--- src/hdl/ooo_pkg.sv ---
package ooo_pkg;

    localparam int XLEN   = 32; // data word
    localparam int PREG_W = 6;  // physical register tag
    localparam int OP_W   = 3;

    // alu opcodes
    localparam logic [OP_W-1:0] OP_ADD = 3'd0;
    localparam logic [OP_W-1:0] OP_SUB = 3'd1;
    localparam logic [OP_W-1:0] OP_AND = 3'd2;
    localparam logic [OP_W-1:0] OP_OR  = 3'd3;
    localparam logic [OP_W-1:0] OP_XOR = 3'd4;
    localparam logic [OP_W-1:0] OP_SLL = 3'd5; // shift by src1[4:0]
    localparam logic [OP_W-1:0] OP_SRL = 3'd6; // logical shift by src1[4:0]
    localparam logic [OP_W-1:0] OP_SLT = 3'd7; // signed compare giving 1 or 0

    // one source operand word
    // while the ready bit is low it holds the producer tag, afterwards the value
    typedef union packed {
        logic [XLEN-1:0] value;
        logic [XLEN-1:0] tag;   // only the low PREG_W bits count
    } operand_u;

    // producer register named by the tag view
    function automatic logic [PREG_W-1:0] tag_of(input operand_u w);
        return w.tag[PREG_W-1:0];
    endfunction

endpackage
--- src/hdl/exec_core.sv ---
module exec_core #(
    parameter int IQ_DEPTH   = 4,
    parameter int FIFO_DEPTH = 2,
    parameter int CDB_COUNT  = 1,   // also works with 2
    parameter int PORT_COUNT = 2    // one alu queue per cdb producer
) (
    input  logic                                       clk,
    input  logic                                       arst_n_i,
    input  logic                                       flush_i,

    // dispatch, one slot per queue
    input  logic [PORT_COUNT-1:0]                      disp_valid_i,
    input  logic [PORT_COUNT-1:0][ooo_pkg::OP_W-1:0]   disp_op_i,
    input  logic [PORT_COUNT-1:0][ooo_pkg::PREG_W-1:0] disp_dst_i,
    input  ooo_pkg::operand_u [PORT_COUNT-1:0]         disp_src0_i,
    input  ooo_pkg::operand_u [PORT_COUNT-1:0]         disp_src1_i,
    input  logic [PORT_COUNT-1:0]                      disp_src0_rdy_i,
    input  logic [PORT_COUNT-1:0]                      disp_src1_rdy_i,
    output logic [PORT_COUNT-1:0]                      disp_ready_o,

    // common data bus
    output logic [CDB_COUNT-1:0]                       cdb_valid_o,
    output logic [CDB_COUNT-1:0][ooo_pkg::PREG_W-1:0]  cdb_tag_o,
    output logic [CDB_COUNT-1:0][ooo_pkg::XLEN-1:0]    cdb_data_o
);

    logic [PORT_COUNT-1:0]                      res_valid;
    logic [PORT_COUNT-1:0][ooo_pkg::PREG_W-1:0] res_tag;
    logic [PORT_COUNT-1:0][ooo_pkg::XLEN-1:0]   res_data;
    logic [PORT_COUNT-1:0]                      res_pop;

    for (genvar q = 0; q < PORT_COUNT; q++) begin : g_alu_iq
        alu_iq #(
            .IQ_DEPTH   (IQ_DEPTH),
            .FIFO_DEPTH (FIFO_DEPTH),
            .CDB_COUNT  (CDB_COUNT)
        ) i_alu_iq (
            .clk             (clk),
            .arst_n_i        (arst_n_i),
            .flush_i         (flush_i),
            .disp_valid_i    (disp_valid_i[q]),
            .disp_op_i       (disp_op_i[q]),
            .disp_dst_i      (disp_dst_i[q]),
            .disp_src0_i     (disp_src0_i[q]),
            .disp_src1_i     (disp_src1_i[q]),
            .disp_src0_rdy_i (disp_src0_rdy_i[q]),
            .disp_src1_rdy_i (disp_src1_rdy_i[q]),
            .disp_ready_o    (disp_ready_o[q]),
            .res_valid_o     (res_valid[q]),
            .res_tag_o       (res_tag[q]),
            .res_data_o      (res_data[q]),
            .res_pop_i       (res_pop[q]),
            .cdb_valid_i     (cdb_valid_o),  // broadcasts double as wakeups
            .cdb_tag_i       (cdb_tag_o),
            .cdb_data_i      (cdb_data_o)
        );
    end

    cdb #(
        .PORT_COUNT (PORT_COUNT),
        .CDB_COUNT  (CDB_COUNT)
    ) i_cdb (
        .clk         (clk),
        .arst_n_i    (arst_n_i),
        .flush_i     (flush_i),
        .src_valid_i (res_valid),
        .src_tag_i   (res_tag),
        .src_data_i  (res_data),
        .src_pop_o   (res_pop),
        .cdb_valid_o (cdb_valid_o),
        .cdb_tag_o   (cdb_tag_o),
        .cdb_data_o  (cdb_data_o)
    );

endmodule

--- src/hdl/alu_iq.sv ---
module alu_iq #(
    parameter int IQ_DEPTH   = 4,
    parameter int FIFO_DEPTH = 2,
    parameter int CDB_COUNT  = 1
) (
    input  logic                                      clk,
    input  logic                                      arst_n_i,
    input  logic                                      flush_i,
    input  logic                                      disp_valid_i,
    input  logic [ooo_pkg::OP_W-1:0]                  disp_op_i,
    input  logic [ooo_pkg::PREG_W-1:0]                disp_dst_i,
    input  ooo_pkg::operand_u                         disp_src0_i,
    input  ooo_pkg::operand_u                         disp_src1_i,
    input  logic                                      disp_src0_rdy_i,
    input  logic                                      disp_src1_rdy_i,
    output logic                                      disp_ready_o,
    output logic                                      res_valid_o,   // fifo head
    output logic [ooo_pkg::PREG_W-1:0]                res_tag_o,
    output logic [ooo_pkg::XLEN-1:0]                  res_data_o,
    input  logic                                      res_pop_i,     // cdb grant
    input  logic [CDB_COUNT-1:0]                      cdb_valid_i,
    input  logic [CDB_COUNT-1:0][ooo_pkg::PREG_W-1:0] cdb_tag_i,
    input  logic [CDB_COUNT-1:0][ooo_pkg::XLEN-1:0]   cdb_data_i
);

    localparam int IDX_W = (IQ_DEPTH > 1) ? $clog2(IQ_DEPTH) : 1;

    logic [IQ_DEPTH-1:0]        valid_q;
    logic [ooo_pkg::OP_W-1:0]   op_q   [IQ_DEPTH];
    logic [ooo_pkg::PREG_W-1:0] dst_q  [IQ_DEPTH];
    ooo_pkg::operand_u          src0_q [IQ_DEPTH];
    ooo_pkg::operand_u          src1_q [IQ_DEPTH];
    logic [IQ_DEPTH-1:0]        rdy0_q;
    logic [IQ_DEPTH-1:0]        rdy1_q;

    logic [ooo_pkg::XLEN:0]     snp0 [IQ_DEPTH]; // {hit, value}
    logic [ooo_pkg::XLEN:0]     snp1 [IQ_DEPTH];
    logic [ooo_pkg::XLEN:0]     disp_snp0;
    logic [ooo_pkg::XLEN:0]     disp_snp1;
    ooo_pkg::operand_u          disp_src0;
    ooo_pkg::operand_u          disp_src1;
    logic                       disp_rdy0;
    logic                       disp_rdy1;

    logic [IQ_DEPTH-1:0]        issue_rdy;
    logic [IDX_W-1:0]           alloc_idx;
    logic [IDX_W-1:0]           issue_idx;
    logic                       alloc_fire;
    logic                       issue_fire;
    logic                       fifo_full;
    logic [ooo_pkg::XLEN-1:0]   alu_y;

    // look for a tag among this cycle's broadcasts
    function automatic logic [ooo_pkg::XLEN:0] cdb_snoop(input logic [ooo_pkg::PREG_W-1:0] tag);
        logic [ooo_pkg::XLEN:0] res;
        res = '0;
        for (int l = 0; l < CDB_COUNT; l++) begin
            if (cdb_valid_i[l] && cdb_tag_i[l] == tag) res = {1'b1, cdb_data_i[l]};
        end
        return res;
    endfunction

    always_comb begin
        for (int i = 0; i < IQ_DEPTH; i++) begin
            snp0[i] = cdb_snoop(ooo_pkg::tag_of(src0_q[i]));
            snp1[i] = cdb_snoop(ooo_pkg::tag_of(src1_q[i]));
        end
    end

    // incoming operands may be broadcast in the same cycle
    always_comb begin
        disp_snp0 = cdb_snoop(ooo_pkg::tag_of(disp_src0_i));
        disp_snp1 = cdb_snoop(ooo_pkg::tag_of(disp_src1_i));
        disp_src0 = disp_src0_i;
        disp_src1 = disp_src1_i;
        disp_rdy0 = disp_src0_rdy_i;
        disp_rdy1 = disp_src1_rdy_i;
        if (!disp_src0_rdy_i && disp_snp0[ooo_pkg::XLEN]) begin
            disp_src0.value = disp_snp0[ooo_pkg::XLEN-1:0];
            disp_rdy0       = 1'b1;
        end
        if (!disp_src1_rdy_i && disp_snp1[ooo_pkg::XLEN]) begin
            disp_src1.value = disp_snp1[ooo_pkg::XLEN-1:0];
            disp_rdy1       = 1'b1;
        end
    end

    // lowest free slot and lowest ready entry
    assign issue_rdy = valid_q & rdy0_q & rdy1_q;
    always_comb begin
        alloc_idx = '0;
        issue_idx = '0;
        for (int i = IQ_DEPTH - 1; i >= 0; i--) begin
            if (!valid_q[i]) alloc_idx = IDX_W'(i);
            if (issue_rdy[i]) issue_idx = IDX_W'(i);
        end
    end

    assign disp_ready_o = ~&valid_q;
    assign alloc_fire   = disp_valid_i & disp_ready_o;
    assign issue_fire   = (|issue_rdy) & ~fifo_full;  // full fifo holds the queue

    always_ff @(posedge clk or negedge arst_n_i) begin
        if (!arst_n_i) begin
            valid_q <= '0;
        end else if (flush_i) begin
            valid_q <= '0;
        end else begin
            if (issue_fire) valid_q[issue_idx] <= 1'b0;
            if (alloc_fire) valid_q[alloc_idx] <= 1'b1;
        end
    end

    always_ff @(posedge clk) begin
        for (int i = 0; i < IQ_DEPTH; i++) begin
            if (alloc_fire && alloc_idx == IDX_W'(i)) begin
                op_q[i]   <= disp_op_i;
                dst_q[i]  <= disp_dst_i;
                src0_q[i] <= disp_src0;
                src1_q[i] <= disp_src1;
                rdy0_q[i] <= disp_rdy0;
                rdy1_q[i] <= disp_rdy1;
            end else begin
                if (!rdy0_q[i] && snp0[i][ooo_pkg::XLEN]) begin
                    src0_q[i].value <= snp0[i][ooo_pkg::XLEN-1:0]; // tag view replaced
                    rdy0_q[i]       <= 1'b1;
                end
                if (!rdy1_q[i] && snp1[i][ooo_pkg::XLEN]) begin
                    src1_q[i].value <= snp1[i][ooo_pkg::XLEN-1:0];
                    rdy1_q[i]       <= 1'b1;
                end
            end
        end
    end

    alu i_alu (
        .op_i (op_q[issue_idx]),
        .a_i  (src0_q[issue_idx].value),
        .b_i  (src1_q[issue_idx].value),
        .y_o  (alu_y)
    );

    result_fifo #(
        .FIFO_DEPTH(FIFO_DEPTH)
    ) i_result_fifo (
        .clk      (clk),
        .arst_n_i (arst_n_i),
        .flush_i  (flush_i),
        .push_i   (issue_fire),
        .tag_i    (dst_q[issue_idx]),
        .data_i   (alu_y),
        .full_o   (fifo_full),
        .pop_i    (res_pop_i),
        .valid_o  (res_valid_o),
        .tag_o    (res_tag_o),
        .data_o   (res_data_o)
    );

    a_issue_ready: assert property (@(posedge clk) disable iff (!arst_n_i)
        issue_fire |-> valid_q[issue_idx] && rdy0_q[issue_idx] && rdy1_q[issue_idx]);
    a_alloc_free: assert property (@(posedge clk) disable iff (!arst_n_i)
        alloc_fire |-> !valid_q[alloc_idx]);

endmodule

--- src/hdl/cdb.sv ---
module cdb #(
    parameter int PORT_COUNT = 2,
    parameter int CDB_COUNT  = 1
) (
    input  logic                                          clk,
    input  logic                                          arst_n_i,
    input  logic                                          flush_i,
    input  logic [PORT_COUNT-1:0]                         src_valid_i,
    input  logic [PORT_COUNT-1:0][ooo_pkg::PREG_W-1:0]    src_tag_i,
    input  logic [PORT_COUNT-1:0][ooo_pkg::XLEN-1:0]      src_data_i,
    output logic [PORT_COUNT-1:0]                         src_pop_o,
    output logic [CDB_COUNT-1:0]                          cdb_valid_o,
    output logic [CDB_COUNT-1:0][ooo_pkg::PREG_W-1:0]     cdb_tag_o,
    output logic [CDB_COUNT-1:0][ooo_pkg::XLEN-1:0]       cdb_data_o
);

    localparam int RR_W = (PORT_COUNT > 1) ? $clog2(PORT_COUNT) : 1;

    logic [RR_W-1:0] rr_q;     // first port to look at
    logic [RR_W-1:0] rr_next;

    // walk the ports from rr_q, filling lanes in order
    always_comb begin
        int p;
        int lane;
        src_pop_o   = '0;
        cdb_valid_o = '0;
        cdb_tag_o   = '0;
        cdb_data_o  = '0;
        rr_next     = rr_q;
        lane        = 0;
        for (int k = 0; k < PORT_COUNT; k++) begin
            p = int'(rr_q) + k;
            if (p >= PORT_COUNT) p = p - PORT_COUNT;
            if (src_valid_i[p] && lane < CDB_COUNT) begin
                src_pop_o[p]      = 1'b1;
                cdb_valid_o[lane] = 1'b1;
                cdb_tag_o[lane]   = src_tag_i[p];
                cdb_data_o[lane]  = src_data_i[p];
                rr_next = (p == PORT_COUNT - 1) ? '0 : RR_W'(p + 1); // past last grant
                lane    = lane + 1;
            end
        end
    end

    always_ff @(posedge clk or negedge arst_n_i) begin
        if (!arst_n_i) begin
            rr_q <= '0;
        end else if (flush_i) begin
            rr_q <= '0;
        end else begin
            rr_q <= rr_next;
        end
    end

    // destination tags in flight are unique, so two lanes never collide
    for (genvar l0 = 0; l0 < CDB_COUNT; l0++) begin : g_lane_chk
        for (genvar l1 = l0 + 1; l1 < CDB_COUNT; l1++) begin : g_pair
            a_lane_tag_unique: assert property (@(posedge clk) disable iff (!arst_n_i)
                !(cdb_valid_o[l0] && cdb_valid_o[l1] && cdb_tag_o[l0] == cdb_tag_o[l1]));
        end
    end

    for (genvar p = 0; p < PORT_COUNT; p++) begin : g_pop_chk
        a_pop_valid: assert property (@(posedge clk) disable iff (!arst_n_i)
            src_pop_o[p] |-> src_valid_i[p]);
    end

endmodule

--- src/hdl/result_fifo.sv ---
module result_fifo #(
    parameter int FIFO_DEPTH = 2
) (
    input  logic                        clk,
    input  logic                        arst_n_i,
    input  logic                        flush_i,
    input  logic                        push_i,
    input  logic [ooo_pkg::PREG_W-1:0]  tag_i,
    input  logic [ooo_pkg::XLEN-1:0]    data_i,
    output logic                        full_o,
    input  logic                        pop_i,
    output logic                        valid_o,
    output logic [ooo_pkg::PREG_W-1:0]  tag_o,
    output logic [ooo_pkg::XLEN-1:0]    data_o
);

    localparam int PTR_W = (FIFO_DEPTH > 1) ? $clog2(FIFO_DEPTH) : 1;
    localparam int CNT_W = $clog2(FIFO_DEPTH + 1);

    logic [ooo_pkg::PREG_W-1:0] tag_mem  [FIFO_DEPTH];
    logic [ooo_pkg::XLEN-1:0]   data_mem [FIFO_DEPTH];
    logic [PTR_W-1:0]           rd_ptr_q;
    logic [PTR_W-1:0]           wr_ptr_q;
    logic [CNT_W-1:0]           count_q;
    logic                       do_push;
    logic                       do_pop;

    function automatic logic [PTR_W-1:0] ptr_inc(input logic [PTR_W-1:0] p);
        return (p == PTR_W'(FIFO_DEPTH - 1)) ? '0 : p + 1'b1;
    endfunction

    assign full_o  = (count_q == CNT_W'(FIFO_DEPTH));
    assign valid_o = (count_q != '0);
    assign tag_o   = tag_mem[rd_ptr_q];   // head, no bypass from push
    assign data_o  = data_mem[rd_ptr_q];
    assign do_push = push_i & ~full_o;
    assign do_pop  = pop_i & valid_o;

    always_ff @(posedge clk or negedge arst_n_i) begin
        if (!arst_n_i) begin
            rd_ptr_q <= '0;
            wr_ptr_q <= '0;
            count_q  <= '0;
        end else if (flush_i) begin
            rd_ptr_q <= '0;
            wr_ptr_q <= '0;
            count_q  <= '0;
        end else begin
            if (do_push) wr_ptr_q <= ptr_inc(wr_ptr_q);
            if (do_pop) rd_ptr_q <= ptr_inc(rd_ptr_q);
            count_q <= count_q + CNT_W'(do_push) - CNT_W'(do_pop);
        end
    end

    always_ff @(posedge clk) begin
        if (do_push) begin
            tag_mem[wr_ptr_q]  <= tag_i;
            data_mem[wr_ptr_q] <= data_i;
        end
    end

    // the queue holds issue while full, the cdb only grants a valid head
    a_no_push_full: assert property (@(posedge clk) disable iff (!arst_n_i)
        push_i |-> !full_o);
    a_no_pop_empty: assert property (@(posedge clk) disable iff (!arst_n_i)
        pop_i |-> valid_o);

endmodule

--- src/hdl/alu.sv ---
module alu (
    input  logic [ooo_pkg::OP_W-1:0] op_i,
    input  logic [ooo_pkg::XLEN-1:0] a_i,  // src0
    input  logic [ooo_pkg::XLEN-1:0] b_i,  // src1
    output logic [ooo_pkg::XLEN-1:0] y_o
);

    logic                     sub;
    logic [ooo_pkg::XLEN-1:0] b_eff;
    logic [ooo_pkg::XLEN-1:0] sum;
    logic [4:0]               shamt;
    logic                     lt;

    // add, sub and slt share one adder
    assign sub   = (op_i == ooo_pkg::OP_SUB) || (op_i == ooo_pkg::OP_SLT);
    assign b_eff = sub ? ~b_i : b_i;
    assign sum   = a_i + b_eff + {{(ooo_pkg::XLEN-1){1'b0}}, sub};
    assign shamt = b_i[4:0];

    // when the signs differ the negative operand is the smaller one
    // with equal signs the difference cannot overflow and its sign decides
    assign lt = (a_i[ooo_pkg::XLEN-1] != b_i[ooo_pkg::XLEN-1]) ?
                a_i[ooo_pkg::XLEN-1] : sum[ooo_pkg::XLEN-1];

    always_comb begin
        case (op_i)
            ooo_pkg::OP_ADD: y_o = sum;
            ooo_pkg::OP_SUB: y_o = sum;
            ooo_pkg::OP_AND: y_o = a_i & b_i;
            ooo_pkg::OP_OR:  y_o = a_i | b_i;
            ooo_pkg::OP_XOR: y_o = a_i ^ b_i;
            ooo_pkg::OP_SLL: y_o = a_i << shamt;
            ooo_pkg::OP_SRL: y_o = a_i >> shamt;
            ooo_pkg::OP_SLT: y_o = {{(ooo_pkg::XLEN-1){1'b0}}, lt};
            default:         y_o = '0;
        endcase
    end

endmodule

--- config.mk ---
export PLATFORM = sky130hd
export DESIGN_NAME = exec_core
export DESIGN_NICKNAME = d
export VERILOG_FILES = /design/src/hdl/ooo_pkg.sv /design/src/hdl/exec_core.sv /design/src/hdl/alu_iq.sv /design/src/hdl/cdb.sv /design/src/hdl/result_fifo.sv /design/src/hdl/alu.sv
export SDC_FILE = /design/constraint.sdc
export NUM_CORES = 2
export LEC_CHECK = 0
export BUFFER_PORTS_ARGS = -buffer_cell sky130_fd_sc_hd__buf_4
export CORE_MARGIN = 3
export CORE_UTILIZATION = 30
export DETAILED_ROUTE_END_ITERATION = 8
export GPL_ROUTABILITY_DRIVEN = 0
export PLACE_DENSITY = 0.56
export SKIP_LAST_GASP = 1
export SLEW_MARGIN = 25
export SYNTH_ARGS = -nofsm -noshare
export SYNTH_HDL_FRONTEND = slang
export SYNTH_SLANG_ARGS = --single-unit
--- constraint.sdc ---
create_clock -name clk -period 14.6 [get_ports clk]
set_input_delay 0.73 -clock clk [delete_from_list [all_inputs] [get_ports clk]]
set_output_delay 0.73 -clock clk [all_outputs]
set_load 0.005 [all_outputs]
# Word level (Yosys, flattened, before mapping)
# Memory sizes are Yosys's and may differ from the RTL's.
# Index checks and enable logic that the tools add are counted.
[totals]
inputBits = 155
wordCells = 567
reg_bits = 33
output_inout_bits = 41
memories = 12
mem_bits_rw = 736
[memory_table]
columns = ["name", "depth", "width", "read_ports", "rd_clocked_by_memory_dff", "wr", "line", "rtl"]
rows = [
  ["g_alu_iq[0].i_alu_iq.src0_q", 4, 32, 5, 0, 4, "alu_iq.sv:31", "ooo_pkg::operand_u src0_q [IQ_DEPTH];"],
  ["g_alu_iq[0].i_alu_iq.src1_q", 4, 32, 5, 0, 4, "alu_iq.sv:32", "ooo_pkg::operand_u src1_q [IQ_DEPTH];"],
  ["g_alu_iq[1].i_alu_iq.src0_q", 4, 32, 5, 0, 4, "alu_iq.sv:31", ""],
  ["g_alu_iq[1].i_alu_iq.src1_q", 4, 32, 5, 0, 4, "alu_iq.sv:32", ""],
  ["g_alu_iq[0].i_alu_iq.i_result_fifo.data_mem", 2, 32, 1, 0, 1, "result_fifo.sv:21", "logic [ooo_pkg::XLEN-1:0] data_mem [FIFO_DEPTH];"],
  ["g_alu_iq[1].i_alu_iq.i_result_fifo.data_mem", 2, 32, 1, 0, 1, "result_fifo.sv:21", ""],
  ["+6 memories", "n/a", "n/a", "n/a", "n/a", "n/a", "n/a", ""],
]
[classes]
bitwise_logic = 46
n_eq_ne = 46
shifts = 4
mux = 275
n_reduce_logical = 125
add_sub_neg = 17
n_lt_le_gt_ge = 17
[ops]
columns = ["op", "count"]
rows = [
  ["$mux 32", 33],
  ["$mux 33", 20],
  ["$pmux 32 s7", 2],
  ["$mux 1", 151],
  ["$eq 6x6->1", 20],
  ["$mux 6", 15],
  ["$add 32x1->32", 2],
  ["$add 32x32->32", 2],
  ["$and 32x32->32", 2],
  ["$eq 32x2->1 const B", 2],
  ["$ge 32x1->1 const B", 2],
  ["$lt 32x3->1 const B", 2],
  ["$mux 2", 32],
  ["$not 32->32", 2],
  ["$or 32x32->32", 2],
  ["$shl 32x5->32", 2],
  ["$shr 32x5->32", 2],
  ["$xor 32x32->32", 2],
  ["$logic_and 1x1->1", 56],
  ["$reduce_bool 2->1", 22],
  ["$reduce_or 6->1", 6],
  ["$bwmux 32", 1],
  ["$ge 32x3->1 const B", 1],
  ["$mux 4", 8],
  ["other kinds (37)", 141],
]

# Depth between registers and ports, before layout
[depth]
depth_word = 19
ltp_mapped = 25
mapped_depth_nobuf = 21

# Hierarchy
# From an unflattened synthesis, not the netlist that was laid out.
[unflattened]
hier_cells = 4381
area_unflattened_um2 = 51015.2
[by_module_without_submodules]
columns = ["mod", "area_each_um2", "instances", "cells_per_inst", "seq_area_each_um2"]
rows = [
  ["alu_iq at g_alu_iq[1].i_alu_iq", 15041.9, 1, 1066, 9108.7],
  ["alu_iq at g_alu_iq[0].i_alu_iq", 14945.6, 1, 1005, 9108.7],
  ["alu", 7279.5, 2, 983, 0.0],
  ["result_fifo", 2971.6, 2, 143, 2382.3],
  ["cdb", 525.5, 1, 58, 25.0],
]

# Worst setup path before layout
# No wires, ideal clock.
[synth_timing]
kind = "register to register"
from = "reg g_alu_iq[1].i_alu_iq.rdy1_q[2]"
to = "mem g_alu_iq[1].i_alu_iq.i_result_fifo.data_mem[0][30] (netlist name) (data pin)"
setup_time_ns = 0.278
t_required_ns = 14.322
path_stages_with_launch = 24
slack_ns = 9.200
n_path_buf = 5
arrival_ns = 5.122
period_less_slack_ns = 5.400
cell_sequence = "edfxtp_1 and3_1 buf_4 buf_2 nand3_1 clkbuf_1 nor2_1 nor4_1 inv_2 clkbuf_1 clkbuf_1 xnor2_1 ha_1 a21oi_1 o21ai_0 a31oi_1 o41ai_1 a31o_2 nand2_1 a31oi_1 o221ai_1 o21ai_0 xnor2_1 o211ai_1"
[synth_between]
elab_chain_len = 11
elab_cells_between_ends = 27
cone_classes = "add/sub: 2; eq/ne: 7; shift: 2; mux: 5; bitwise: 5; reduce/logical: 3; memory: 3"
[synth_rtl]
columns = ["element", "line", "rtl"]
rows = [
  ["start, declared", "alu_iq.sv:34", "logic [IQ_DEPTH-1:0] rdy1_q;"],
  ["start signal, assigned by index", "alu_iq.sv:122", "rdy1_q[i] <= disp_rdy1;"],
  ["$and 4x4->4 *", "alu_iq.sv:89", "assign issue_rdy = valid_q & rdy0_q & rdy1_q;"],
  ["$mux 2 * (3 in a row)", "alu_iq.sv:95", "if (issue_rdy[i]) issue_idx = IDX_W'(i);"],
  ["$mem_v2 4x3", "n/a", ""],
  ["$eq 3x1->1 or $eq 3x3->1 (tied branches)", "alu.sv:15, alu.sv:26", ""],
  ["$logic_or 1x1->1", "alu.sv:15", "assign sub = (op_i == ooo_pkg::OP_SUB) || (op_i == ooo_pkg::OP_SLT);"],
  ["$mux 32", "alu.sv:16", "assign b_eff = sub ? ~b_i : b_i;"],
  ["$add 32x32->32", "alu.sv:17", "assign sum = a_i + b_eff + {{(ooo_pkg::XLEN-1){1'b0}}, sub};"],
  ["$add 32x1->32", "alu.sv:17", ""],
  ["$pmux 32 s7 *", "alu.sv:26", "case (op_i)"],
  ["named net g_alu_iq[1].i_alu_iq.alu_y, one bit", "alu_iq.sv:51", "logic [ooo_pkg::XLEN-1:0] alu_y;"],
  ["end, declared", "result_fifo.sv:21", ""],
]
# The timed path passes the listed nets; every way through them passes the cells marked *.

# Final worst setup path
[layout_timing]
from = "reg g_alu_iq[0].i_alu_iq.valid_q[2]"
to = "mem g_alu_iq[0].i_alu_iq.i_result_fifo.data_mem[0][28] (netlist name) (data pin)"
[layout_between]
elab_chain_len = 12
elab_cells_between_ends = 28
cone_classes = "add/sub: 2; eq/ne: 7; shift: 2; mux: 5; bitwise: 6; reduce/logical: 3; memory: 3"
[layout_rtl]
columns = ["element", "line", "rtl"]
rows = [
  ["start, declared", "alu_iq.sv:28", "logic [IQ_DEPTH-1:0] valid_q;"],
  ["start signal, assigned", "alu_iq.sv:105", "valid_q <= '0;"],
  ["start signal, assigned", "alu_iq.sv:107", "valid_q <= '0;"],
  ["start signal, assigned by index", "alu_iq.sv:109", "if (issue_fire) valid_q[issue_idx] <= 1'b0;"],
  ["$and 4x4->4 * (2 in a row)", "alu_iq.sv:89", ""],
  ["$mux 2 * (3 in a row)", "alu_iq.sv:95", ""],
  ["$mem_v2 4x3", "n/a", ""],
  ["$eq 3x1->1 or $eq 3x3->1 (tied branches)", "alu.sv:15, alu.sv:26", ""],
  ["$logic_or 1x1->1", "alu.sv:15", ""],
  ["$mux 32", "alu.sv:16", ""],
  ["$add 32x32->32", "alu.sv:17", ""],
  ["$add 32x1->32", "alu.sv:17", ""],
  ["$pmux 32 s7 *", "alu.sv:26", ""],
  ["named net g_alu_iq[0].i_alu_iq.alu_y, one bit", "alu_iq.sv:51", ""],
  ["end, declared", "result_fifo.sv:21", ""],
]
# Marks and branches as above.

==> out/qor.yml <==
totalNegativeSetupSlack_ns: 0
dpl_worst_slack_ns: 7.57
synth_ff_type: "edfxtp_1"
cts_setup_buffers: 0
end_kind: "flip-flop"
setup_violations: 0
crit_fanout: 31
synth_seq_area_share: 0.458
track_usage: 0.219
final_common_cell: "edfxtp_1"
num_rows: 149
grt_pass1_wl_um: 283000
fp.coreArea_um2: 166000
hold_start: "disp_dst_i[2]"
status: "complete, but fails checks"
final_cell_mix: "752 x edfxtp_1, 532 x mux2_2, 375 x buf_4, 350 x nor2_1, 298 x nand2_1"
layout-area-overhead-vs-synth_pct: 15.0
worstMarginPinSlew_ns: 1.22
die_area_um2: 172000
synth_edf_count: 752
first_global_vias: 39400
cap_violations: 0
grt.overflow.total: 0
via_per_inst: 5.81
initial_utilization: 0.303
timing.setup.critical_path_class: "reg2reg"
grt_setup_unrepaired: "no"
max_freq_ghz: 0.138
critPathRequiredTime_ns: 14.95
cts-root-buf: "clkbuf_16"
synth_fa_ha_area_frac: 0.0492
p_leak_nw: 20.7
synthSimpleGateAreaFrac: 0.0946
holdCritPathClass: "in2reg"
path_clk_slew_ns: 0.06
cts_tree: "yes"
r2r_start: "g_alu_iq[0].i_alu_iq.valid_q[2]"
ios: 196
clock-skew-final_ns: 0.0415
netlist_area_um2: 50200
worstSetupStartpointType: "flip-flop"
synthTopCellsByArea: "edfxtp_1 45%, mux2_2 12%, ha_1 4.8%, mux2i_1 3.3%, xnor2_1 3.1%"
crit_arrival_ns: 7.58
synth-compound-area-share: 0.159
synth_area_leader_cell: "edfxtp_1"
fin_crit_sh: 0.495
num_vias: 41000
drtPass1Iterations: 9
dp_hpwl_um: 142000
cts_made_buffers: 87
muxShareOfSynthArea: 0.152
synth.distinct_cells: 89
avgRoutedWirePerCell_um: 27.9
synthesis.nets: 5035
whs_ns: 0.259
cts.sinks: 769
synthCells: 4684
ys_seq_elements: 769
finalHoldViolCount: 0
portBuffers: 195
fin_ws_ns: 7.37
maxSlewViolCount: 0
vdd_ir_drop_max_uv: 94.8
drive_gt1_frac: 0.238
violations: "design-rule violations"
drt_iter0_drc: 5091
grt_max_degree: 73
yosysWarningCount: 0
antenna_found_initial: 13
htree_levels: 3
die_y_um: 415
clk_latency_ns: 0.68
power_density_nw_per_um2: 146
synth_xor_area_frac: 0.0421
drt-total-wl_um: 197000
synth_top_family_by_area: "compound AO/OA/AOI/OAI gates"
nets: 5145
startpoint: "g_alu_iq[0].i_alu_iq.valid_q[2]"
antenna_left: 0
clock_path_buffers: 3
yosysTopAreaCellShare: 0.450
syn_area_per_cell_um2: 10.7
slew_headroom: 0.190
die_w_um: 415
drc_errors: 6
async_reset_ff_frac: 0.0221
post-route-min-period_ns: 7.23
where the power goes:
group          internal (mW)  leakage, nW  switching (mW)  total [mW]
sequential              2.62         7.10          0.0563        2.67
combinational           1.19         12.2            2.45        3.64
clock                   1.22         1.34           0.929        2.14
flip-flops by register name (all words and copies together) (netlist names), 24 cells and up:
| register | cells |
|---|---|
| g_alu_iq.i_alu_iq.src0_q | 256 |
| g_alu_iq.i_alu_iq.src1_q | 256 |
| g_alu_iq.i_alu_iq.i_result_fifo.data_mem | 128 |
| g_alu_iq.i_alu_iq.dst_q | 48 |
| g_alu_iq.i_alu_iq.i_result_fifo.tag_mem | 24 |
| g_alu_iq.i_alu_iq.op_q | 24 |
synthesized netlist by cell type (52+ instances only):
cell type and number:
a21o_1 52, a21oi_1 240, a22oi_1 68, buf_1 54
buf_2 98, clkbuf_1 201, edfxtp_1 752, ha_1 194
inv_1 187, mux2_2 532, mux2i_1 165, nand2_1 307
nor2_1 356, nor3_1 132, o21ai_0 244, o22ai_1 128
xnor2_1 175, xor2_1 66
layout make-up:
cell class	instances	area (um2)
diodes	3	7.51
clock buffers	106	2340
clock inverters	51	418
fillers	16800	108000
inverters	193	724
multi-input cells	3365	25600
flip-flops and latches	769	23000
well taps	2189	2740
repair buffers	378	2840
path summary, 6_finish.rpt:
check | end | slack [ns] | cells after the start
max reg2reg | g_alu_iq[0].i_alu_iq.i_result_fifo.data_mem[0][28] | 7.37 | 23
max in group asynchronous | g_alu_iq[1].i_alu_iq.i_result_fifo.rd_ptr_q | 13.76 | 2
min in group asynchronous | g_alu_iq[1].i_alu_iq.valid_q[2] | 0.53 | 2
max | g_alu_iq[0].i_alu_iq.i_result_fifo.data_mem[0][28] | 7.37 | 23
min | g_alu_iq[0].i_alu_iq.dst_q[2][2] | 0.26 | 1
min reg2reg | g_alu_iq[1].i_alu_iq.i_result_fifo.tag_mem[1][3] | 0.56 | 2
per-layer routing:
metal | track usage | routed length [um] | up-vias
met1 | 0.290 | 80500 | 20400
met4 | 0.0894 | 9390 | 0
met3 | 0.0458 | 18000 | 419
met2 | 0.349 | 88700 | 2152
met5 | 0 | 0 | -
li1 | - | - | 18000
repair_timing:
item                                   CTS  global route
endpoints found under the hold margin   17             0
gates resized for setup                  0             0
hold buffers                             1             0
kinds of logic (layout without fill, tap and decap cells):
logic type | Yosys count | count (layout)
DFF | 769 | 769
other | 0 | 3
and+or+nand+nor | 1042 | 1042
adders and majority gates | 196 | 196
xor gates and xnor gates | 241 | 241
buffers and inverters | 550 | 728
muxes | 697 | 697
AOI/OAI and AO/OA | 1189 | 1189
through the flow:
stage,instances,utilization,total power [mW],cell area [um2]
after global placement,6891,0.332,6.22,54900
after floorplan,4684,-,4.73,50200
final,7054,0.349,8.45,57700
after CTS,7051,0.348,8.40,57700
after global routing,7053,0.349,8.77,57700
after detailed placement,6893,0.332,6.24,54900
critical path, stage by stage (launching register included):
cell       delay, ns
dfrtp_1         0.66
and3_1          0.55
buf_4           0.38
nor2_1          0.18
a221o_1         0.37
a32oi_2         0.20
buf_4           0.42
xnor2_1         0.19
nand2_2         0.11
buf_4           0.46
xnor2_1         0.13
ha_1            0.38
nor2b_1         0.16
o21a_1          0.17
o21ai_0         0.25
o2bb2ai_1       0.15
o21ai_0         0.16
a41o_1          0.32
a221o_1         0.38
a2111o_1        0.43
a31oi_1         0.38
o21bai_1        0.14
xnor2_1         0.15
o211ai_1        0.12
No activity file was read; power rests on OpenSTA's default activity.
